--- config.mk ---
export PLATFORM = sky130hd
export DESIGN_NAME = cipher_top
export DESIGN_NICKNAME = d
export VERILOG_FILES = /design/src/source/cipher_text_pkg.sv /design/src/source/cipher_mode_pkg.sv /design/src/source/letter_loader.sv /design/src/source/cipher_sequencer.sv /design/src/source/caesar_unit.sv /design/src/source/vigenere_unit.sv /design/src/source/output_assembler.sv /design/src/source/cipher_top.sv
export VERILOG_INCLUDE_DIRS = /design/src /design/src/include
export SDC_FILE = /design/constraint.sdc
export NUM_CORES = 1
export LEC_CHECK = 0
export BUFFER_PORTS_ARGS = -buffer_cell sky130_fd_sc_hd__buf_4
export CORE_MARGIN = 10
export CORE_UTILIZATION = 30
export DETAILED_ROUTE_END_ITERATION = 6
export RECOVER_POWER = 25
export SETUP_SLACK_MARGIN = 0.15
export SLEW_MARGIN = 30
export SYNTH_ARGS = -nofsm -noshare
export SYNTH_HDL_FRONTEND = slang
export SYNTH_HIERARCHICAL = 1
export SYNTH_SLANG_ARGS = --single-unit
--- constraint.sdc ---
create_clock -name clock -period 11 [get_ports clock]
set_input_delay 2.2 -clock clock [delete_from_list [all_inputs] [get_ports clock]]
set_output_delay 2.2 -clock clock [all_outputs]
set_load 0.05 [all_outputs]
--- src/include/cipher_cfg.svh ---
// ##########################################################
// Word geometry for the cipher engine. Letters are coded
// 1 = a through 26 = z, and the index width must cover LEN
// ##########################################################
`ifndef CIPHER_CFG_SVH
`define CIPHER_CFG_SVH

// Letters per word
`define CIPHER_STRING_LEN 5

// Bits per coded letter, also the width of a shift
`define CIPHER_LETTER_W 5

// Letters in the alphabet, the rotation modulus
`define CIPHER_ALPHABET_SIZE 26

// Bits of a letter position
`define CIPHER_INDEX_W 3

`endif

--- src/source/cipher_text_pkg.sv ---
// ##########################################################
// Text types and letter arithmetic. Shifts must be reduced
// below 26 before rotate_letter is called
// ##########################################################
`include "cipher_cfg.svh"

package cipher_text_pkg;

	typedef logic [`CIPHER_LETTER_W-1:0] letter_t; // 1 = a .. 26 = z
	typedef logic [`CIPHER_LETTER_W-1:0] shift_t;  // Raw 0..31, reduced when used
	typedef logic [`CIPHER_INDEX_W-1:0] index_t;   // Position 0..4

	// One word seen flat or per letter, position 0 in the top bits
	typedef union packed
	{
		logic [`CIPHER_STRING_LEN*`CIPHER_LETTER_W-1:0] flat;
		letter_t [0:`CIPHER_STRING_LEN-1] letters;
	} string_u;

	// Shift or key letter modulo 26, so z gives 0
	function automatic shift_t reduce_shift(input shift_t raw);
		if (raw >= `CIPHER_ALPHABET_SIZE)
			return shift_t'(raw - `CIPHER_ALPHABET_SIZE);
		return raw;
	endfunction

	// Rotate a coded letter around the alphabet; non-letters untouched
	function automatic letter_t rotate_letter(input letter_t value, input shift_t amount,
		input logic decode);
		logic [`CIPHER_LETTER_W:0] wide; // One spare bit for the wrap
		if (value == '0 || value > `CIPHER_ALPHABET_SIZE)
			return value;
		if (decode)
			wide = {1'b0, value} + `CIPHER_ALPHABET_SIZE - {1'b0, amount}; // Lift before subtract
		else
			wide = {1'b0, value} + {1'b0, amount};
		if (wide > `CIPHER_ALPHABET_SIZE)
			wide = wide - `CIPHER_ALPHABET_SIZE; // Back into 1..26
		return letter_t'(wide[`CIPHER_LETTER_W-1:0]);
	endfunction

endpackage

--- src/source/cipher_mode_pkg.sv ---
// ##########################################################
// Mode types. Method code 3 has no name and acts as pass
// ##########################################################
package cipher_mode_pkg;

	// Which word lands in the result
	typedef enum logic [1:0]
	{
		method_pass     = 2'd0, // Text copied unchanged
		method_caesar   = 2'd1, // One shift for every letter
		method_vigenere = 2'd2  // Shift per position from the key
	} method_e;

	// Rotation sense
	typedef enum logic
	{
		dir_encode = 1'b0, // Forward around the alphabet
		dir_decode = 1'b1  // Backward
	} direction_e;

endpackage

--- src/source/letter_loader.sv ---
// ##########################################################
// Five-slot entry register. Loads past the fifth are
// dropped until clear, and clear beats a same-cycle load
// ##########################################################
`timescale 1ns/1ps
`include "cipher_cfg.svh"

module letter_loader
(
	input  logic                      clock,
	input  logic                      resetn,
	input  cipher_text_pkg::letter_t  letter_in,
	input  logic                      load,
	input  logic                      clear,
	output cipher_text_pkg::string_u  text
);

	// Next free slot, stops at five
	cipher_text_pkg::index_t fill;

	logic full;
	assign full = (fill == `CIPHER_STRING_LEN);

	always_ff @(posedge clock)
	begin
		if (!resetn || clear)
		begin
			text.flat <= '0; // Empty word
			fill <= '0;
		end
		else if (load && !full)
		begin
			text.letters[fill] <= letter_in; // Slot 0 first, top bits
			fill <= fill + 1'b1;
		end
	end

endmodule

--- src/source/cipher_sequencer.sv ---
// ##########################################################
// Run control. go counts only while idle; letters go out
// one per cycle from a snapshot, done 7 cycles after go
// ##########################################################
`timescale 1ns/1ps
`include "cipher_cfg.svh"

module cipher_sequencer
(
	input  logic                      clock,
	input  logic                      resetn,
	input  logic                      go,
	input  cipher_text_pkg::string_u  text,
	output logic                      start,
	output logic                      busy,
	output cipher_text_pkg::letter_t  letter,
	output cipher_text_pkg::index_t   position,
	output logic                      letter_valid,
	output logic                      done
);

	localparam cipher_text_pkg::index_t last_position =
		cipher_text_pkg::index_t'(`CIPHER_STRING_LEN - 1);

	cipher_text_pkg::string_u snap; // Text frozen for the run
	logic [1:0] tail;               // Cycles left until the last result settles

	// Same cycle as go, so the units latch before letter 0 arrives
	assign start = go && !busy;

	assign letter = snap.letters[position];

	always_ff @(posedge clock)
	begin
		if (start)
			snap <= text;
	end

	always_ff @(posedge clock)
	begin
		if (!resetn)
		begin
			busy <= 1'b0;
			letter_valid <= 1'b0;
			position <= '0;
			tail <= 2'd0;
			done <= 1'b0;
		end
		else
		begin
			done <= (tail == 2'd2); // Lands one cycle after the last unit result
			if (start)
			begin
				busy <= 1'b1;
				letter_valid <= 1'b1;
				position <= '0;
			end
			else if (letter_valid)
			begin
				if (position == last_position)
				begin
					letter_valid <= 1'b0;
					tail <= 2'd2; // Unit stage, then assembler write
				end
				else
					position <= position + 1'b1;
			end
			if (tail != 2'd0)
				tail <= tail - 1'b1;
			if (tail == 2'd1)
				busy <= 1'b0; // Drops after the done cycle
		end
	end

endmodule

--- src/source/caesar_unit.sv ---
// ##########################################################
// Caesar stage. Shift and direction are taken at start and
// held for the run; one letter per cycle, one cycle latency
// ##########################################################
`timescale 1ns/1ps

module caesar_unit
(
	input  logic                         clock,
	input  logic                         resetn,
	input  logic                         start,
	input  cipher_text_pkg::shift_t      shift,
	input  cipher_mode_pkg::direction_e  direction,
	input  cipher_text_pkg::letter_t     letter,
	input  cipher_text_pkg::index_t      position,
	input  logic                         letter_valid,
	output cipher_text_pkg::letter_t     out_letter,
	output cipher_text_pkg::index_t      out_position,
	output logic                         out_valid
);

	cipher_text_pkg::shift_t shift_q;          // Already below 26
	cipher_mode_pkg::direction_e direction_q;

	always_ff @(posedge clock)
	begin
		if (!resetn)
		begin
			direction_q <= cipher_mode_pkg::dir_encode;
			out_valid <= 1'b0;
		end
		else
		begin
			if (start)
				direction_q <= direction;
			out_valid <= letter_valid;
		end
	end

	always_ff @(posedge clock)
	begin
		if (start)
			shift_q <= cipher_text_pkg::reduce_shift(shift); // 26..31 fold down
		if (letter_valid)
		begin
			out_letter <= cipher_text_pkg::rotate_letter(letter, shift_q,
				direction_q == cipher_mode_pkg::dir_decode);
			out_position <= position; // Travels with its letter
		end
	end

endmodule

--- src/source/vigenere_unit.sv ---
// ##########################################################
// Vigenere stage. The key word is taken at start; key
// letter z or a zero slot means no shift at that position
// ##########################################################
`timescale 1ns/1ps

module vigenere_unit
(
	input  logic                         clock,
	input  logic                         resetn,
	input  logic                         start,
	input  cipher_text_pkg::string_u     key,
	input  cipher_mode_pkg::direction_e  direction,
	input  cipher_text_pkg::letter_t     letter,
	input  cipher_text_pkg::index_t      position,
	input  logic                         letter_valid,
	output cipher_text_pkg::letter_t     out_letter,
	output cipher_text_pkg::index_t      out_position,
	output logic                         out_valid
);

	cipher_text_pkg::string_u key_q;
	cipher_mode_pkg::direction_e direction_q;
	cipher_text_pkg::shift_t key_shift;

	// Key letter lined up with the presented position
	assign key_shift = cipher_text_pkg::reduce_shift(key_q.letters[position]);

	always_ff @(posedge clock)
	begin
		if (!resetn)
		begin
			direction_q <= cipher_mode_pkg::dir_encode;
			out_valid <= 1'b0;
		end
		else
		begin
			if (start)
				direction_q <= direction;
			out_valid <= letter_valid;
		end
	end

	always_ff @(posedge clock)
	begin
		if (start)
			key_q <= key; // Whole word, same packing as the text
		if (letter_valid)
		begin
			out_letter <= cipher_text_pkg::rotate_letter(letter, key_shift,
				direction_q == cipher_mode_pkg::dir_decode);
			out_position <= position;
		end
	end

endmodule

--- src/source/output_assembler.sv ---
// ##########################################################
// Result builder. Method is taken at start; result keeps
// its old letters until the next run overwrites them
// ##########################################################
`timescale 1ns/1ps

module output_assembler
(
	input  logic                       clock,
	input  logic                       resetn,
	input  logic                       start,
	input  cipher_mode_pkg::method_e   method,
	input  cipher_text_pkg::letter_t   letter,
	input  cipher_text_pkg::index_t    position,
	input  logic                       letter_valid,
	input  cipher_text_pkg::letter_t   caesar_letter,
	input  cipher_text_pkg::index_t    caesar_position,
	input  logic                       caesar_valid,
	input  cipher_text_pkg::letter_t   vigenere_letter,
	input  cipher_text_pkg::index_t    vigenere_position,
	input  logic                       vigenere_valid,
	output cipher_text_pkg::string_u   result
);

	cipher_mode_pkg::method_e method_q;

	// Plain letter delayed to line up with the unit outputs
	cipher_text_pkg::letter_t pass_letter;
	cipher_text_pkg::index_t pass_position;
	logic pass_valid;

	always_ff @(posedge clock)
	begin
		if (letter_valid)
		begin
			pass_letter <= letter;
			pass_position <= position;
		end
	end

	always_ff @(posedge clock)
	begin
		if (!resetn)
		begin
			method_q <= cipher_mode_pkg::method_pass;
			pass_valid <= 1'b0;
			result.flat <= '0;
		end
		else
		begin
			if (start)
				method_q <= method;
			pass_valid <= letter_valid;
			case (method_q)
				cipher_mode_pkg::method_caesar:
					if (caesar_valid)
						result.letters[caesar_position] <= caesar_letter;
				cipher_mode_pkg::method_vigenere:
					if (vigenere_valid)
						result.letters[vigenere_position] <= vigenere_letter;
				default: // Pass, and code 3
					if (pass_valid)
						result.letters[pass_position] <= pass_letter;
			endcase
		end
	end

endmodule

--- src/source/cipher_top.sv ---
// ##########################################################
// Cipher engine top. Strobes are one cycle wide; go is
// ignored while busy, and result is final when done pulses
// ##########################################################
`timescale 1ns/1ps

module cipher_top
(
	input  logic                         clock,
	input  logic                         resetn,
	input  cipher_text_pkg::letter_t     letter_in,
	input  logic                         load,
	input  logic                         clear,
	input  cipher_text_pkg::shift_t      shift,
	input  cipher_text_pkg::string_u     key,
	input  cipher_mode_pkg::direction_e  direction,
	input  cipher_mode_pkg::method_e     method,
	input  logic                         go,
	output cipher_text_pkg::string_u     text,
	output cipher_text_pkg::string_u     result,
	output logic                         busy,
	output logic                         done
);

	logic start;

	// Sequencer to both units and the assembler
	cipher_text_pkg::letter_t seq_letter;
	cipher_text_pkg::index_t seq_position;
	logic seq_valid;

	// Unit results
	cipher_text_pkg::letter_t caesar_letter;
	cipher_text_pkg::index_t caesar_position;
	logic caesar_valid;
	cipher_text_pkg::letter_t vigenere_letter;
	cipher_text_pkg::index_t vigenere_position;
	logic vigenere_valid;

	letter_loader loader_i
	(
		.clock(clock), .resetn(resetn), .letter_in(letter_in),
		.load(load), .clear(clear), .text(text)
	);

	cipher_sequencer sequencer_i
	(
		.clock(clock), .resetn(resetn), .go(go), .text(text),
		.start(start), .busy(busy), .letter(seq_letter), .position(seq_position),
		.letter_valid(seq_valid), .done(done)
	);

	caesar_unit caesar_i
	(
		.clock(clock), .resetn(resetn), .start(start), .shift(shift),
		.direction(direction), .letter(seq_letter), .position(seq_position),
		.letter_valid(seq_valid), .out_letter(caesar_letter),
		.out_position(caesar_position), .out_valid(caesar_valid)
	);

	vigenere_unit vigenere_i
	(
		.clock(clock), .resetn(resetn), .start(start), .key(key),
		.direction(direction), .letter(seq_letter), .position(seq_position),
		.letter_valid(seq_valid), .out_letter(vigenere_letter),
		.out_position(vigenere_position), .out_valid(vigenere_valid)
	);

	output_assembler assembler_i
	(
		.clock(clock), .resetn(resetn), .start(start), .method(method),
		.letter(seq_letter), .position(seq_position), .letter_valid(seq_valid),
		.caesar_letter(caesar_letter), .caesar_position(caesar_position),
		.caesar_valid(caesar_valid), .vigenere_letter(vigenere_letter),
		.vigenere_position(vigenere_position), .vigenere_valid(vigenere_valid),
		.result(result)
	);

endmodule

* Word-level counts from Yosys, hierarchy flattened
Cells that the tools add are included.
** Word-level totals
- Flip-flop bits (word level) :: 138
- Input port bits :: 43
- Output and inout port bits :: 52
- Word-level logic and storage cells :: 114
** Cells by class
- Add/subtract/negate cells :: 12
- $lt $le $gt $ge :: 10
- Eq/ne operators :: 7
- Muxes and demuxes :: 45
- Bitwise gates (word level) :: 5
- Reductions and logical operators :: 17
** Operators with widths (count)
- bitwise mux 25 bit :: 4
- 2-to-1 mux 25 bit :: 3
- 2-to-1 mux 5 bit :: 15
- case mux 25 bit (2 select lines) :: 1
- 2-to-1 mux 6 bit :: 6
- binary-select mux 5 bit (select 3 bit) :: 2
- demux 5 bit (select 3 bit) :: 2
- subtractor 5 bit (second input constant) :: 4
- adder 5 x 5 -> 6 bit :: 2
- >= comparator 4 bit (second input constant) :: 3
- greater-than comparator 6 x 5 -> 1 bit (second input constant) :: 2
- NOT 3 -> 4 bit :: 3
- subtractor 6 x 5 -> 6 bit :: 2
- >= comparator 5 bit (second input constant) :: 2
- < comparator 4 x 1 -> 1 bit (second input constant) :: 2
- 2-to-1 mux 1 bit :: 8
- 2-to-1 mux 2 bit :: 4
- adder 3 x 1 -> 3 bit (second input constant) :: 2
- adder 5 x 5 -> 6 bit (second input constant) :: 1
- equality test 3 bit (second input constant) :: 2
- nonzero test 2 bit :: 3
- greater-than comparator 5 bit (second input constant) :: 1
- zero test 5 bit :: 1
- equality test 2 x 1 -> 1 bit (second input constant) :: 2
- other kinds (10) :: 19

* Depth between registers and ports, before layout
Gate-level depths: netlist of the first run.
- Depth in word-level cells :: 14
- Gate-level depth with buffers :: 21
- Depth with buffers taken out :: 20

* Hierarchy
The synthesis of the first run kept the hierarchy.
** Modules (own cells, without submodules)
- output_assembler :: times used 1, cells an instance 275, area each 2797.7 um^2, sequential area each 800.8 um^2
- vigenere_unit :: times used 1, cells an instance 167, area each 2058.2 um^2, sequential area each 1031.0 um^2
- cipher_sequencer :: times used 1, cells an instance 103, area each 1428.9 um^2, sequential area each 910.9 um^2
- caesar_unit :: times used 1, cells an instance 133, area each 1295.0 um^2, sequential area each 430.4 um^2
- letter_loader :: times used 1, cells an instance 112, area each 1133.6 um^2, sequential area each 560.5 um^2

* Least setup slack after synthesis of the first run
Ideal clock, no wire load.
- Kind :: reg2reg
- Start :: register sequencer_i.position[2]
- End :: register vigenere_i.out_letter[3], data pin
- Library setup time :: 0.275 ns
- Arrival :: 3.645 ns
- Data required time :: 10.725 ns
- Path slack :: 7.080 ns
- Stages on the path, launching flop included :: 20
- Buffers on the path :: 1
- Period minus slack after synthesis :: 3.920 ns
- Cells stage by stage :: dfxtp_1 -> buf_4 -> and2b_2 -> a21oi_1 -> o22a_1 -> ha_1 -> o21ai_0 -> nand3_1 -> o21a_1 -> ha_1 -> inv_1 -> ha_1 -> fa_1 -> a21o_1 -> a21oi_2 -> xnor2_1 -> o21ai_0 -> and2_1 -> a221oi_1 -> o21ai_0
** On the way
- Cells in the longest elaborated chain, start to end :: 14
- Elaborated cells between the ends (all ways) :: 28
- Those cells by class :: add/sub (5); order compare (3); mux (17); bitwise (1); reduce/logical (2)
** RTL lines
- from (decl) :: line cipher_sequencer.sv:17 : output cipher_text_pkg::index_t position,
- from (signal assigned) :: line cipher_sequencer.sv:66 : position <= position + 1'b1;
- NOT 3 -> 4 bit (implied by the code) * :: line cipher_sequencer.sv:31, vigenere_unit.sv:27
- binary-select mux 5 bit (select 3 bit) :: line vigenere_unit.sv:27 : assign key_shift = cipher_text_pkg::reduce_shift(key_q.letters[position]);
- 2-to-1 mux 5 bit (implied by the code) (2 in a row) :: line vigenere_unit.sv:27
- subtractor 5 bit (no source line) or >= comparator 5 bit (tied branches)
- 2-to-1 mux 5 bit or 2-to-1 mux 1 bit (tied branches) :: line cipher_text_pkg.sv:22 : if (raw >= `CIPHER_ALPHABET_SIZE)
- 2-to-1 mux 5 bit :: line cipher_text_pkg.sv:24 : return raw;
- subtractor 6 x 5 -> 6 bit or adder 5 x 5 -> 6 bit (tied branches) :: line cipher_text_pkg.sv:34, cipher_text_pkg.sv:36
- 2-to-1 mux 6 bit (2 in a row) :: line cipher_text_pkg.sv:33 : if (decode)
- 2-to-1 mux 6 bit :: line vigenere_unit.sv:48 : if (letter_valid)
- subtractor 5 bit (no source line) or greater-than comparator 6 x 5 -> 1 bit (tied branches)
- 2-to-1 mux 5 bit :: line cipher_text_pkg.sv:37 : if (wide > `CIPHER_ALPHABET_SIZE)
- 2-to-1 mux 5 bit * :: line cipher_text_pkg.sv:33
- to (signal assigned) :: line vigenere_unit.sv:50 : out_letter <= cipher_text_pkg::rotate_letter(letter, key_shift,
- to (decl) :: line vigenere_unit.sv:17 : output cipher_text_pkg::letter_t out_letter,
Every way passes the cells marked *; elsewhere a longest branch is shown, timed or not. The select of a mux whose other input is x is not followed.
A chain may end at the register's enable or synchronous reset.

* Final worst setup path of the first run
- Start :: register sequencer_i.position[0]
- End :: register vigenere_i.out_letter[3], data pin
The elaborated chain is that of the path after synthesis.

==> results of run 1 <==
==> routing by layer <==
metal | GRT usage [%] | up-vias | part of all wire (%)
met5 | 0 | - | 0
met4 | 3.846 | 0 | 1.7
met1 | 14.65 | 3036 | 45
li1 | - | 3134 | -
met2 | 19.63 | 155 | 48
met3 | 3.274 | 27 | 5.1
==> path summary, 6_finish.rpt <==
check	startpoint	to	slack, ns	cells after the start
worst max register to register	sequencer_i/position[0]	vigenere_i/out_letter[3]	5.80	20
worst min register to register	loader_i/text[4]	sequencer_i/snap[4]	0.46	0
worst max-delay path	sequencer_i/position[0]	vigenere_i/out_letter[3]	5.80	20
worst min-delay path	loader_i/text[4]	sequencer_i/snap[4]	0.46	0
==> kinds of logic after synthesis <==
family                     share of synthesized area, %
muxes                                             9.822
AOI/OAI and AO/OA                                 19.90
and+or+nand+nor                                   14.53
xor gates and xnor gates                          1.106
adders and majority gates                         7.237
DFF                                               42.85
buffers and inverters                             4.552
==> cell usage in the layout, fill, tap and decap left out, drive strengths merged, types with 28 or more instances in the layout <==
master / instances
buf: 92
edfxtp: 79
nand3: 31
mux2: 31
dfxtp: 68
nor2: 61
mux2i: 49
inv: 54
nand2: 29
clkbuf: 28
o21ai: 35
a21oi: 50
ha: 44
==> per-stage QoR <==
step	hold WS [ns]	power, mW
after detailed placement	0.4497	1.154
after global placement	0.4461	1.148
after global routing	0.4857	1.822
after floorplan	0.4883	1.035
after CTS	0.4670	1.742
final	0.4627	1.728
==> cell type report <==
type / count / area (um^2) / share of cell area [%]
Clock buffer: 18 / 439.2 / 4.247
Clock inverter: 14 / 160.2 / 1.549
Inverter: 46 / 172.7 / 1.670
Multi-Input combinational cell: 561 / 4597 / 44.45
Sequential cell: 147 / 3734 / 36.10
Tap cell: 384 / 480.5 / 4.646
Timing Repair Buffer: 102 / 758.2 / 7.332
==> sequential cells by signal (all words and copies together) (netlist names), 2 cells and up <==
register                   cells
loader_i/text                 25
loader_i/fill                  3
sequencer_i/snap              25
sequencer_i/position           3
assembler_i/pass_position      3
vigenere_i/out_position        3
vigenere_i/out_letter          5
assembler_i/pass_letter        5
caesar_i/out_position          3
assembler_i/method_q           2
sequencer_i/tail               2
caesar_i/shift_q               5
caesar_i/out_letter            5
assembler_i/result            25
vigenere_i/key_q              25
==> power breakdown <==
part	internal [mW]	leakage, nW	switching [mW]
Sequential	0.630	1.32	0.0353
Clock	0.330	0.293	0.256
Combinational	0.193	2.31	0.284
==> critical path, cell delays in order, from the launching register on <==
cell,delay (ns)
dfxtp_1,0.57
clkbuf_1,0.77
and2b_2,0.34
a21oi_1,0.08
o22ai_1,0.21
inv_1,0.10
ha_1,0.24
o21ai_0,0.13
nand3_1,0.13
o21a_1,0.23
ha_1,0.28
inv_1,0.04
ha_1,0.22
fa_1,0.40
a21o_1,0.18
a21oi_2,0.14
xnor2_1,0.15
o21ai_0,0.15
and2_1,0.20
a221oi_1,0.25
o21ai_0,0.10
==> impl_metrics.json, run 1 <==
{
  "wl_per_cell_um": 17.15,
  "timing.setup.tns_ns": 0,
  "drive_above_1_share_pct": 25.56,
  "crit_type": "reg2reg",
  "synth-seq-cells": 147,
  "die_w_um": 190.4,
  "wirelength_um": 21820,
  "num-fill-cells": 2877,
  "synth_most_common_cell": "edfxtp_1",
  "path_max_fanout": 20,
  "clock_skew_ns": 0.01518,
  "seq_area_frac_synth_pct": 42.85,
  "clock_sinks": 147,
  "leakage_nw": 3.917,
  "yosysUniqueCellTypes": 88,
  "tightest_slew_ns": 1.470,
  "place_inst": 1240,
  "port-buffer-count": 94,
  "row_count": 62,
  "vias_per_cell": 4.994,
  "final_net_count": 966,
  "clock_path_buffers": 2,
  "fmax_mhz": 192.5,
  "final_cells": 1272,
  "stdcell_area_um2": 10340,
  "yosysTopAreaCellShare_pct": 27.23,
  "clk_latency_ns": 0.43,
  "end_kind": "register",
  "final_util_pct": 36.03,
  "drcViolationCount": 0,
  "synth-edff-count": 79,
  "grt_use_total_pct": 11.88,
  "grt.overflow.total": 0,
  "diodes": 0,
  "worstPathRequired_ns": 11.15,
  "synthCells": 790,
  "synth_area_um2": 8713,
  "cts-root-buf": "clkbuf_16",
  "hold_viol_final": 0,
  "cts_setup_buffers": 0,
  "grt_max_degree": 59,
  "antenna_found_initial": 0,
  "synth_ff_type": "edfxtp_1",
  "synth.area.top_cells": "edfxtp_1 (27%), dfxtp_1 (16%), ha_1 (6.3%)",
  "post-route-period-util_pct": 47.23,
  "ir_worst_vdd_mv": 0.09244,
  "start_util_pct": 30.36,
  "cts_tree": "built",
  "num_vias": 6352,
  "startpoint_type": "register",
  "grt_pass1_vias": 6437,
  "die_height_um": 190.4,
  "grt_pass1_wl_um": 34460,
  "h-tree-depth": 4,
  "syn_to_final_growth_pct": 18.68,
  "firstDrtPassIters": 4,
  "num_io_pins": 95,
  "core_um2": 28700,
  "ys_warn_count": 6,
  "rsz0062_at_grt": "false",
  "drt_iter0_markers": 414,
  "crit_arrival_ns": 5.34,
  "clk_pin_slew_ns": 0.07,
  "power_density_nw_per_um2": 167.1,
  "syn-num-nets": 881,
  "max_slew_margin_pct": 1.978,
  "status": "finished, final reports clean",
  "drv_slew": 0,
  "drv_cap": 0,
  "ys_top_cells_by_count": "edfxtp_1 (79), dfxtp_1 (68), nor2_1 (61)",
  "place_ws_ns": 6.416,
  "numCtsBuffers": 17,
  "fin_ws_ns": 5.804,
  "min_period_ns": 5.196,
  "gp_routability_congestion": 0.8288,
  "antenna_left": 0,
  "cts_hold_buf": 0,
  "syn_avg_cell_area_um2": 11.03,
  "hpwlAfterDp_um": 15690,
  "synth.largest_area_cell": "edfxtp_1",
  "placed_area_um2": 9744,
  "hold_path_class": "reg2reg",
  "ctsResizeCount": 0,
  "die_area_um2": 36260,
  "setup_violations": 0,
  "async_flop_share_pct": 0
}
Note: power is estimated with default switching activity, not from simulation.
==> inputs of run 2 (changes only) <==
--- a/config.mk
+++ b/config.mk
@@ -6,6 +6,7 @@
 export SDC_FILE = /design/constraint.sdc
 export NUM_CORES = 1
 export LEC_CHECK = 0
+export ABC_AREA = 1
 export BUFFER_PORTS_ARGS = -buffer_cell sky130_fd_sc_hd__buf_4
 export CORE_MARGIN = 10
 export CORE_UTILIZATION = 30
==> constraint.sdc (replaced) <==
create_clock -name clock -period 4.3 [get_ports clock]
set_input_delay 0.86 -clock clock [delete_from_list [all_inputs] [get_ports clock]]
set_output_delay 0.86 -clock clock [all_outputs]
set_load 0.05 [all_outputs]
==> run 2 against run 1 <==
Effect of this change: the run now ends with capacitance limit, slew limit left; register-to-register slack got worse by 5.3 ns; synthesized cell count increased by 49%; clock skew increased by 0.0015 ns; worst setup slack got worse by 5.3 ns; clock power increased by 140%; sequential share of layout area decreased by 0.34 points; wire length increased by 6.3%; combinational power increased to 2.8 times the previous value; core utilization increased by 0.16 points; non-clock buffer count unchanged; global-route usage increased by 0.70 points; critical path type unchanged; critical endpoint unchanged; highest routed layer unchanged.
==> impl_metrics.json, run 2 <==
{
  "status": "complete, but fails checks",
  "violations": "capacitance limit, slew limit",
  "syn-num-nets": 1267,
  "crit_arrival_ns": 4.00,
  "numCtsBuffers": 17,
  "synth-seq-cells": 147,
  "ys_top_cells_by_count": "nand2_1 (329), nand3_1 (170), inv_1 (141)",
  "final_cell_mix": "nand2_1 (329), nand3_1 (169), inv_1 (141)",
  "drcViolationCount": 0,
  "hold_viol_final": 0,
  "vias_per_cell": 4.765,
  "tightest_slew_ns": 1.937,
  "power_density_nw_per_um2": 426.1,
  "antenna_found_initial": 0,
  "leakage_nw": 5.050,
  "worst-path-buf-inv": 4,
  "clk_pin_slew_ns": 0.07,
  "yosysTopAreaCellShare_pct": 26.93,
  "drive_above_1_share_pct": 15.99,
  "grt_pass1_wl_um": 37580,
  "whs_endpoint": "sequencer_i/snap[23]",
  "worstPathRequired_ns": 4.48,
  "grt_pass1_vias": 7530,
  "synth_ff_type": "edfxtp_1",
  "cts-root-buf": "clkbuf_16",
  "ir_worst_vdd_mv": 0.2552,
  "gp_routability_congestion": 0.8859,
  "syn_avg_cell_area_um2": 7.490,
  "final_net_count": 1354,
  "yosysUniqueCellTypes": 40,
  "synth.area.top_cells": "edfxtp_1 (27%), dfxtp_1 (15%), nand2_1 (14%)",
  "max_stage_delay_ns": 0.41,
  "setup_violations": 0,
  "max_slew_margin_pct": -29.11,
  "num_io_pins": 95,
  "hpwlAfterDp_um": 17200,
  "crit_type": "reg2reg",
  "cts_tree": "built",
  "seq_area_frac_synth_pct": 42.39,
  "fmax_mhz": 261.4,
  "ys_warn_count": 6,
  "synth-edff-count": 79,
  "synth_area_um2": 8808,
  "reg2reg_from": "sequencer_i/position[0]",
  "row_count": 62,
  "firstDrtPassIters": 5,
  "min_from": "loader_i/text[23]",
  "synthCells": 1176,
  "timing.setup.tns_ns": 0,
  "wl_per_cell_um": 13.97,
  "final_common_cell": "nand2_1",
  "num_vias": 7910,
  "core_um2": 28860,
  "top_layer_used": "met4",
  "antenna_left": 0,
  "h-tree-depth": 4,
  "grt.overflow.total": 0,
  "die_height_um": 191.4,
  "cp_top_family": "simple AND/OR/NAND/NOR gates",
  "port-buffer-count": 94,
  "clk_latency_ns": 0.43,
  "die_area_um2": 36610,
  "wl_met1_um": 10600,
  "grt_max_degree": 39,
  "hold_path_depth": 0,
  "hold_path_class": "reg2reg",
  "worst_path_most_repeated_cell": "nand2_1",
  "syn_to_final_growth_pct": 18.55,
  "post-route-period-util_pct": 88.96,
  "dr_wl_met2_um": 10840,
  "clock_skew_ns": 0.01668,
  "clock_sinks": 147,
  "startpoint_type": "register",
  "synth.largest_area_cell": "edfxtp_1",
  "path_max_fanout": 8,
  "grt_use_total_pct": 12.58,
  "wl_met3_um": 1485,
  "worst_r2r_endpoint": "vigenere_i/out_letter[3]",
  "start_util_pct": 30.52,
  "rsz0062_at_grt": "false",
  "end_kind": "register",
  "whs_ns": 0.4732,
  "crit_path_top_delay_cell": "fa_1",
  "wirelength_um": 23190,
  "diodes": 0,
  "drv_slew": 39,
  "synth_most_common_cell": "nand2_1",
  "drt_iter0_markers": 605,
  "reg2reg_depth": 25,
  "min_period_ns": 3.825,
  "async_flop_share_pct": 0,
  "drv_cap": 1,
  "clock_path_buffers": 2,
  "die_w_um": 191.4,
  "ff2ff_setup_slack_ns": 0.47
}
## run 2: cell type report
class,instances,area (um^2)
clock inverter,15,142.6
inverter,160,600.6
timing repair buffer,102,750.7
sequential,147,3735
tap,384,480.5
fill,3073,18420
clock buffer,17,425.4
multi-input combinational,835,4308
## run 2: power breakdown
part           switching (mW)  internal [mW]  leakage, nW  total [mW]
clock                   0.666          0.766        0.279        1.43
combinational           0.904          0.439         3.45        1.34
sequential             0.0718           1.60         1.32        1.68
## run 2: cell families (layout without fill, tap and decap cells)
logic type               count (synthesis)  in the layout  synth area share (%)
flip-flops                             147            147                 42.39
AND/OR/NAND/NOR                        696            696                 35.36
adder cells (fa/ha/maj)                 48             48                 7.159
AO/OA/AOI/OAI                           90             90                 5.867
XOR/XNOR                                 1              1               0.09945
buffers and inverters                  194            294                 9.134
## run 2: worst register-to-register path, delay by kind of cell, from the launching register on
family	cells	cell delay, ns
and+or+nand+nor	16	1.61
adders and majority gates	4	1.10
AOI/OAI and AO/OA	1	0.22
buffers and inverters	4	0.25
DFF	1	0.39
## run 2: worst max-delay path by stage
stage                                  startpoint                  endpoint  depth (start not counted)
after floorplan           sequencer_i/position[1]  vigenere_i/out_letter[4]                         24
after global placement    sequencer_i/position[1]  vigenere_i/out_letter[3]                         26
after detailed placement  sequencer_i/position[1]  vigenere_i/out_letter[4]                         23
after CTS                 sequencer_i/position[1]  vigenere_i/out_letter[4]                         23
after global routing      sequencer_i/position[0]  vigenere_i/out_letter[3]                         28
final                     sequencer_i/position[0]  vigenere_i/out_letter[3]                         25
## run 2: metal layers
metal  track usage, %  vias up
li1                 -     4018
met1            15.79     3644
met2            20.56      228
met3            3.316       20
met4            4.087        0
met5                0        -
## run 2: metrics by stage
| stage | cells | cell area [um^2] | worst slack, ns | power [mW] | utilization [%] |
|---|---|---|---|---|---|
| floorplan | 1176 | 8811 | 0.6309 | 2.685 | - |
| global route | 1660 | 10440 | 0.09818 | 4.730 | 36.19 |
| CTS | 1659 | 10430 | 0.3541 | 4.466 | 36.13 |
| detailed placement | 1627 | 9857 | 0.3763 | 3.025 | 34.16 |
| global placement | 1627 | 9851 | 0.5508 | 3.003 | 34.14 |
| finish | 1660 | 10440 | 0.4747 | 4.450 | 36.19 |
## run 2: what timing repair did
action / 4_1_cts / 5_1_grt
setup endpoints to repair: 0 / 4
resized for setup: 0 / 7
buffers inserted: 0 / 1
hold buffers: 0 / 0
